$ cat src/icache_pkg.sv
`default_nettype none

package icache_pkg;

    // fetch and bus widths
    localparam int addr_w = 32;
    localparam int data_w = 32;

    // cache geometry, direct mapped
    localparam int words_per_line = 4;
    localparam int line_count     = 16;

    // address split: tag | index | word offset | byte offset
    localparam int byte_w   = $clog2(data_w / 8);
    localparam int offset_w = $clog2(words_per_line);
    localparam int index_w  = $clog2(line_count);
    localparam int tag_w    = addr_w - index_w - offset_w - byte_w;

    // one burst per line, one word per beat
    localparam logic [7:0] axi_len  = 8'(words_per_line - 1);
    localparam logic [2:0] axi_size = 3'(byte_w);

    // AXI burst and response codes
    localparam logic [1:0] axi_burst_incr = 2'b01;
    localparam logic [1:0] axi_resp_okay  = 2'b00;

    // refill master phases
    typedef enum logic [1:0] {
        refill_idle,
        refill_addr,
        refill_data
    } refill_state_t;

    // fetch controller phases
    typedef enum logic [1:0] {
        fetch_idle,
        fetch_lookup,
        fetch_refill,
        fetch_respond
    } fetch_state_t;

endpackage

`default_nettype wire

$ cat src/axi_refill_master.sv
`timescale 1ns/1ps
`default_nettype none

module axi_refill_master (
    input  wire                                  clock,
    input  wire                                  reset_n,

    // line request from the cache core
    input  wire                                  refill_req_i,
    input  wire  [icache_pkg::addr_w-1:0]        refill_addr_i,
    output logic                                 refill_ack_o,

    // beat stream back to the core
    output logic                                 beat_valid_o,
    output logic [icache_pkg::data_w-1:0]        beat_data_o,
    output logic [icache_pkg::offset_w-1:0]      beat_idx_o,
    output logic                                 done_o,
    output logic                                 err_o,

    // AXI4 read address channel
    input  wire                                  axi_ar_ready_i,
    output logic                                 axi_ar_valid_o,
    output logic [icache_pkg::addr_w-1:0]        axi_ar_addr_o,
    output logic [7:0]                           axi_ar_len_o,
    output logic [2:0]                           axi_ar_size_o,
    output logic [1:0]                           axi_ar_burst_o,

    // AXI4 read data channel
    input  wire                                  axi_r_valid_i,
    input  wire  [icache_pkg::data_w-1:0]        axi_r_data_i,
    input  wire  [1:0]                           axi_r_resp_i,
    input  wire                                  axi_r_last_i,
    output logic                                 axi_r_ready_o
);

    icache_pkg::refill_state_t state_q;
    icache_pkg::refill_state_t state_d;

    // line address, held stable while ar_valid waits
    logic [icache_pkg::addr_w-1:0]   addr_q;
    // word offset of the next beat
    logic [icache_pkg::offset_w-1:0] beat_cnt_q;
    // sticky error over the burst
    logic                            err_q;

    logic req_take;
    logic ar_fire;
    logic beat_fire;
    logic beat_bad;

    // request taken only when no burst is running
    assign req_take  = (state_q == icache_pkg::refill_idle) && refill_req_i;
    assign ar_fire   = (state_q == icache_pkg::refill_addr) && axi_ar_ready_i;
    // r_ready is high for the whole data phase
    assign beat_fire = (state_q == icache_pkg::refill_data) && axi_r_valid_i;
    assign beat_bad  = (axi_r_resp_i != icache_pkg::axi_resp_okay);

    // idle -> addr -> data -> idle
    always_comb begin
        state_d = state_q;
        case (state_q)
            icache_pkg::refill_idle: begin
                if (refill_req_i) begin
                    state_d = icache_pkg::refill_addr;
                end
            end
            icache_pkg::refill_addr: begin
                if (axi_ar_ready_i) begin
                    state_d = icache_pkg::refill_data;
                end
            end
            icache_pkg::refill_data: begin
                // leave on the last beat only
                if (axi_r_valid_i && axi_r_last_i) begin
                    state_d = icache_pkg::refill_idle;
                end
            end
            default: begin
                state_d = icache_pkg::refill_idle;
            end
        endcase
    end

    always_ff @(posedge clock or negedge reset_n) begin
        if (!reset_n) begin
            state_q    <= icache_pkg::refill_idle;
            beat_cnt_q <= '0;
            err_q      <= 1'b0;
        end else begin
            state_q <= state_d;
            // fresh count and error per burst
            if (ar_fire) begin
                beat_cnt_q <= '0;
                err_q      <= 1'b0;
            end else if (beat_fire) begin
                beat_cnt_q <= beat_cnt_q + 1'b1;
                err_q      <= err_q | beat_bad;
            end
        end
    end

    // latch the line address on acceptance
    always_ff @(posedge clock) begin
        if (req_take) begin
            addr_q <= refill_addr_i;
        end
    end

    assign refill_ack_o = req_take;

    // beats go straight to the core, tagged with their offset
    assign beat_valid_o = beat_fire;
    assign beat_data_o  = axi_r_data_i;
    assign beat_idx_o   = beat_cnt_q;
    assign done_o       = beat_fire && axi_r_last_i;
    // include the last beat's own response
    assign err_o        = err_q | beat_bad;

    // AR channel, fixed burst shape
    assign axi_ar_valid_o = (state_q == icache_pkg::refill_addr);
    assign axi_ar_addr_o  = addr_q;
    assign axi_ar_len_o   = icache_pkg::axi_len;
    assign axi_ar_size_o  = icache_pkg::axi_size;
    assign axi_ar_burst_o = icache_pkg::axi_burst_incr;

    assign axi_r_ready_o  = (state_q == icache_pkg::refill_data);

endmodule

`default_nettype wire

$ cat src/icache_core.sv
`timescale 1ns/1ps
`default_nettype none

module icache_core (
    input  wire                                  clock,
    input  wire                                  reset_n,

    // fetch stage request
    input  wire                                  fetch_valid_i,
    input  wire  [icache_pkg::addr_w-1:0]        fetch_addr_i,
    output logic                                 fetch_ready_o,

    // fetch stage response, one cycle
    output logic                                 fetch_rvalid_o,
    output logic [icache_pkg::data_w-1:0]        fetch_data_o,
    output logic                                 fetch_err_o,

    // fence.i pulse
    input  wire                                  invalidate_i,

    // refill master handshake
    output logic                                 refill_req_o,
    output logic [icache_pkg::addr_w-1:0]        refill_addr_o,
    input  wire                                  refill_ack_i,

    // incoming line beats
    input  wire                                  beat_valid_i,
    input  wire  [icache_pkg::data_w-1:0]        beat_data_i,
    input  wire  [icache_pkg::offset_w-1:0]      beat_idx_i,
    input  wire                                  done_i,
    input  wire                                  err_i
);

    localparam int line_lo = icache_pkg::byte_w + icache_pkg::offset_w;
    localparam int words   = icache_pkg::line_count * icache_pkg::words_per_line;

    icache_pkg::fetch_state_t state_q;
    icache_pkg::fetch_state_t state_d;

    // arrays
    logic [icache_pkg::tag_w-1:0]    tag_q   [icache_pkg::line_count];
    logic [icache_pkg::line_count-1:0] valid_q;
    logic [icache_pkg::data_w-1:0]   data_q  [words];

    // request being served
    logic [icache_pkg::addr_w-1:0]   req_addr_q;
    logic [icache_pkg::tag_w-1:0]    req_tag;
    logic [icache_pkg::index_w-1:0]  req_index;
    logic [icache_pkg::offset_w-1:0] req_offset;

    // response payload
    logic [icache_pkg::data_w-1:0]   resp_data_q;
    logic                            err_q;

    // request already taken by the refill master
    logic                            acked_q;

    logic accept;
    logic hit;
    logic in_lookup;
    logic in_refill;
    logic line_done;

    // address fields
    assign req_tag    = req_addr_q[icache_pkg::addr_w-1 -: icache_pkg::tag_w];
    assign req_index  = req_addr_q[line_lo +: icache_pkg::index_w];
    assign req_offset = req_addr_q[icache_pkg::byte_w +: icache_pkg::offset_w];

    // invalidate takes the idle cycle, no accept then
    assign fetch_ready_o = (state_q == icache_pkg::fetch_idle) && !invalidate_i;
    assign accept        = fetch_valid_i && fetch_ready_o;

    assign in_lookup = (state_q == icache_pkg::fetch_lookup);
    assign in_refill = (state_q == icache_pkg::fetch_refill);
    assign line_done = in_refill && done_i;

    // tag compare
    assign hit = valid_q[req_index] && (tag_q[req_index] == req_tag);

    always_comb begin
        state_d = state_q;
        case (state_q)
            icache_pkg::fetch_idle: begin
                if (accept) begin
                    state_d = icache_pkg::fetch_lookup;
                end
            end
            icache_pkg::fetch_lookup: begin
                // hit answers next cycle, miss goes to memory
                if (hit) begin
                    state_d = icache_pkg::fetch_respond;
                end else begin
                    state_d = icache_pkg::fetch_refill;
                end
            end
            icache_pkg::fetch_refill: begin
                if (done_i) begin
                    state_d = icache_pkg::fetch_respond;
                end
            end
            icache_pkg::fetch_respond: begin
                state_d = icache_pkg::fetch_idle;
            end
            default: begin
                state_d = icache_pkg::fetch_idle;
            end
        endcase
    end

    always_ff @(posedge clock or negedge reset_n) begin
        if (!reset_n) begin
            state_q <= icache_pkg::fetch_idle;
            valid_q <= '0;
            acked_q <= 1'b0;
            err_q   <= 1'b0;
        end else begin
            state_q <= state_d;

            // fence.i drops every line
            if ((state_q == icache_pkg::fetch_idle) && invalidate_i) begin
                valid_q <= '0;
            end

            // failed burst leaves the line invalid, data is partly overwritten
            if (line_done) begin
                valid_q[req_index] <= !err_i;
            end

            // hold req until the master takes it
            if (line_done) begin
                acked_q <= 1'b0;
            end else if (in_refill && refill_ack_i) begin
                acked_q <= 1'b1;
            end

            if (in_lookup) begin
                err_q <= 1'b0;
            end else if (line_done) begin
                err_q <= err_i;
            end
        end
    end

    always_ff @(posedge clock) begin
        if (accept) begin
            req_addr_q <= fetch_addr_i;
        end

        // array read for the hit path
        if (in_lookup) begin
            resp_data_q <= data_q[{req_index, req_offset}];
        end

        // fill the line beat by beat, keep the requested word
        if (in_refill && beat_valid_i) begin
            data_q[{req_index, beat_idx_i}] <= beat_data_i;
            if (beat_idx_i == req_offset) begin
                resp_data_q <= beat_data_i;
            end
        end

        if (line_done && !err_i) begin
            tag_q[req_index] <= req_tag;
        end
    end

    // line-aligned refill address
    assign refill_req_o  = in_refill && !acked_q;
    assign refill_addr_o = {req_addr_q[icache_pkg::addr_w-1:line_lo], {line_lo{1'b0}}};

    assign fetch_rvalid_o = (state_q == icache_pkg::fetch_respond);
    assign fetch_data_o   = resp_data_q;
    assign fetch_err_o    = err_q;

endmodule

`default_nettype wire

$ cat src/icache_subsys.sv
`timescale 1ns/1ps
`default_nettype none

module icache_subsys (
    input  wire                                  clock,
    input  wire                                  reset_n,

    // fetch stage
    input  wire                                  fetch_valid_i,
    input  wire  [icache_pkg::addr_w-1:0]        fetch_addr_i,
    output logic                                 fetch_ready_o,
    output logic                                 fetch_rvalid_o,
    output logic [icache_pkg::data_w-1:0]        fetch_data_o,
    output logic                                 fetch_err_o,
    input  wire                                  invalidate_i,

    // AXI4 AR channel
    input  wire                                  axi_ar_ready_i,
    output logic                                 axi_ar_valid_o,
    output logic [icache_pkg::addr_w-1:0]        axi_ar_addr_o,
    output logic [7:0]                           axi_ar_len_o,
    output logic [2:0]                           axi_ar_size_o,
    output logic [1:0]                           axi_ar_burst_o,

    // AXI4 R channel
    input  wire                                  axi_r_valid_i,
    input  wire  [icache_pkg::data_w-1:0]        axi_r_data_i,
    input  wire  [1:0]                           axi_r_resp_i,
    input  wire                                  axi_r_last_i,
    output logic                                 axi_r_ready_o
);

    // core <-> refill master
    logic                              refill_req;
    logic [icache_pkg::addr_w-1:0]     refill_addr;
    logic                              refill_ack;
    logic                              beat_valid;
    logic [icache_pkg::data_w-1:0]     beat_data;
    logic [icache_pkg::offset_w-1:0]   beat_idx;
    logic                              refill_done;
    logic                              refill_err;

    icache_core u_core (
        .clock          (clock),
        .reset_n        (reset_n),
        .fetch_valid_i  (fetch_valid_i),
        .fetch_addr_i   (fetch_addr_i),
        .fetch_ready_o  (fetch_ready_o),
        .fetch_rvalid_o (fetch_rvalid_o),
        .fetch_data_o   (fetch_data_o),
        .fetch_err_o    (fetch_err_o),
        .invalidate_i   (invalidate_i),
        .refill_req_o   (refill_req),
        .refill_addr_o  (refill_addr),
        .refill_ack_i   (refill_ack),
        .beat_valid_i   (beat_valid),
        .beat_data_i    (beat_data),
        .beat_idx_i     (beat_idx),
        .done_i         (refill_done),
        .err_i          (refill_err)
    );

    // one burst per missed line
    axi_refill_master u_refill (
        .clock          (clock),
        .reset_n        (reset_n),
        .refill_req_i   (refill_req),
        .refill_addr_i  (refill_addr),
        .refill_ack_o   (refill_ack),
        .beat_valid_o   (beat_valid),
        .beat_data_o    (beat_data),
        .beat_idx_o     (beat_idx),
        .done_o         (refill_done),
        .err_o          (refill_err),
        .axi_ar_ready_i (axi_ar_ready_i),
        .axi_ar_valid_o (axi_ar_valid_o),
        .axi_ar_addr_o  (axi_ar_addr_o),
        .axi_ar_len_o   (axi_ar_len_o),
        .axi_ar_size_o  (axi_ar_size_o),
        .axi_ar_burst_o (axi_ar_burst_o),
        .axi_r_valid_i  (axi_r_valid_i),
        .axi_r_data_i   (axi_r_data_i),
        .axi_r_resp_i   (axi_r_resp_i),
        .axi_r_last_i   (axi_r_last_i),
        .axi_r_ready_o  (axi_r_ready_o)
    );

endmodule

`default_nettype wire

$ cat config.mk
export PLATFORM = sky130hd
export DESIGN_NAME = icache_subsys
export DESIGN_NICKNAME = d
export VERILOG_FILES = /design/src/icache_pkg.sv /design/src/axi_refill_master.sv /design/src/icache_core.sv /design/src/icache_subsys.sv
export SDC_FILE = /design/constraint.sdc
export NUM_CORES = 2
export LEC_CHECK = 0
export BUFFER_PORTS_ARGS = -buffer_cell sky130_fd_sc_hd__clkbuf_2
export CORE_MARGIN = 3
export CORE_UTILIZATION = 33
export CTS_CLUSTER_SIZE = 8
export DETAILED_ROUTE_END_ITERATION = 16
export SYNTH_ARGS = -nofsm -noshare
export SYNTH_HDL_FRONTEND = slang
export SYNTH_SLANG_ARGS = --single-unit
$ cat constraint.sdc
create_clock -name clock -period 11.07 [get_ports clock]
set_clock_uncertainty 0.1 [all_clocks]
set_input_delay 1.107 -clock clock [delete_from_list [all_inputs] [get_ports clock]]
set_output_delay 1.107 -clock clock [all_outputs]
set_load 0.005 [all_outputs]
==> run metrics <==
Core Box Area=0.295 mm²; CP Launch Type=flip-flop; WHS=0.237 ns; Overflow after GRT=0; final core occ=0.387; Final min period=4.67 ns; die area=0.303 mm²; Total Wirelength=248 mm; Design Area, Final=0.114 mm²; DR DRC count=0; TritonCTS clock tree=done; Yosys reg bits=2553; Area growth, synth to finish=16.2%; TritonCTS buffer count=361; Total GRT Usage=0.161; Post-Syn Instances=4144; Vias/cell=5.37; predominant post-synthesis flop cell=edfxtp_1; maxcap violations=0; setup repair bufs after CTS=0; Distinct cells, synth=60; CTS root buf=clkbuf_16; normalized max-slew margin=0.0760; Ports=155; Vias=46200; leak pwr=35.2 nW; status=complete, no violations; Gates resized, CTS repair=0; Clock transition at path regs=0.05 ns; PwrDens=181 mW/mm²; synthesized area=0.0980 mm²; DPL Wire Length=121 mm; Max Buffers Root-to-Sink=4; CP endpoint kind=flip-flop; share of layout cells above drive strength 1=0.319; vias in the first global route=47100; RSZ-0062 raised after global routing=false; cts hold-fix bufs=0; number of H-tree levels=5; clock sink count=2553; Synth top area share=0.763; first-pass GRT wire length=352 mm; Port-buffer cells=135; fmax=214 MHz; DRT antenna net count=0; final worst path period share=0.422; commonest non-fill, non-tap cell in the layout=edfxtp_1; CP Max Fanout=44; required time of the critical path=11.67 ns; largest net degree at the start of global routing=143; worst setup path class=flip-flop to flip-flop; Hold WC Path Type=primary input to async pin; Post-synth ARST share=0.00979; die width=551 µm; synth warn=0; Worst VDD drop=0.000130 V; initial antenna violation count=11; Fin Setup TNS=0 ns; EDFF count, synth=2490; Synth area leader=edfxtp_1; post-DR wirelength/cell=28.9 µm; Initial Util=0.333; most frequent cells in the layout=edfxtp_1, mux4_2, clkbuf_16, clkbuf_2, clkbuf_1; 1st-iter DRT viols=5360; Slew Limit Fails=0; Final Hold Fails=0; placed cell area=0.104 mm²; Clk Latency, worst-skew pair=0.84 ns; Die H=551 µm; final setup violation count=0; Detailed Routing Iterations Pass 1=6; Synth area leaders=edfxtp_1, mux4_2, dfxtp_1; Critical Path AT=5.27 ns; Slew @ Worst Pin=1.39 ns; Layout Nets=4612; RePlAce Congestion=0.735; syn avg cell area=23.6 µm²; # rows=199; sequential-to-total area share from yosys stat=0.777; r2r setup slk=6.40 ns
-- synthesized netlist by cell type (all sizes together) (3+ instances only) --
master / instances
a211oi: 3
a21oi: 25
a221oi: 5
a22oi: 4
a31oi: 21
and2: 4
and3: 3
buf: 141
clkbuf: 99
dfrtp: 25
dfxtp: 38
edfxtp: 2490
ha: 4
inv: 12
mux2: 14
mux2i: 63
mux4: 751
nand2: 103
nand2b: 21
nand3: 23
nand3b: 3
nand4: 7
nor2: 127
nor2b: 13
nor3: 7
nor3b: 5
nor4b: 3
o2111ai: 3
o211ai: 22
o21ai: 24
o311ai: 8
o31ai: 5
o41ai: 9
or3: 5
xnor2: 16
xor2: 12
-- final timing paths --
path | to | startpoint | depth (start not counted)
worst max-delay path | u_core.fetch_data_o[19]$_DFF_P_ | flip-flop | 7
worst min-delay path | u_refill.state_q[1]$_DFFE_PN0P_ | reset_n | 1
worst max register to register | u_core.fetch_data_o[19]$_DFF_P_ | flip-flop | 7
worst min register to register | flip-flop | u_core.req_addr_q[3]$_DFFE_PP_ | 2
max in group asynchronous | u_core.valid_q[12]$_DFF_PN0_ | reset_n | 1
min in group clock | u_core.req_addr_q[18]$_DFFE_PP_ | fetch_addr_i[18] | 1
-- critical path, stage by stage (launching register included) --
cell and delay, ns:
dfxtp_4 0.90, buf_4 0.85, buf_4 0.79, mux4_2 0.59, mux4_2 0.55, mux4_2 0.47, mux2i_1 0.14, a21oi_1 0.08
-- through the flow --
stage                     instances  setup slack [ns]  total power, W
final                          8606              6.40          0.0206
after global placement         8091              6.15          0.0109
after floorplan                4159              6.17          0.0108
after global routing           8603              5.97          0.0212
after detailed placement       8091              6.19          0.0109
after CTS                      8602              6.24          0.0207
-- power breakdown --
part / internal [W] / switching (W)
Combinational: 0.0000118 / 0.000123
Sequential: 0.0106 / 0
Clock: 0.00598 / 0.00385
Total: 0.0166 / 0.00397
-- layer usage --
metal,part of all wire,track usage,vias to the layer above
met2,0.48,0.257,1977
met4,0.023,0.0403,8
met1,0.42,0.228,25500
met3,0.077,0.0309,359
met5,0.00022,0,-
li1,-,-,18400
-- kinds of logic after synthesis --
kind of cell,synth area share
buf+inv,0.0134
simple gates,0.0152
other cells,0.0000767
fa+ha+maj,0.000511
xor+xnor,0.00250
compound gates,0.0101
mux,0.181
flops,0.777
-- state kept, by name, summed over array words and instances (netlist names), named ones only --
| signal | flops |
|---|---|
| u_core.acked_q | 1 |
| u_core.data_q | 2048 |
| u_core.fetch_data_o | 32 |
| u_core.fetch_err_o | 1 |
| u_core.req_addr_q | 30 |
| u_core.state_q | 2 |
| u_core.tag_q | 384 |
| u_core.valid_q | 16 |
| u_refill.axi_ar_addr_o | 28 |
| u_refill.beat_idx_o | 2 |
| u_refill.err_q | 1 |
| u_refill.state_q | 2 |
-- final cells by class --
class | count | area (µm²)
fill | 25900 | 181000
sequential | 2553 | 76200
multi-input combinational | 1353 | 21100
clock buffer | 492 | 9650
tap | 3919 | 4900
timing repair buffer | 253 | 1640
clock inverter | 19 | 274
inverter | 13 | 56.3
antenna | 4 | 10.0
Power figures use the tool's default switching activity.
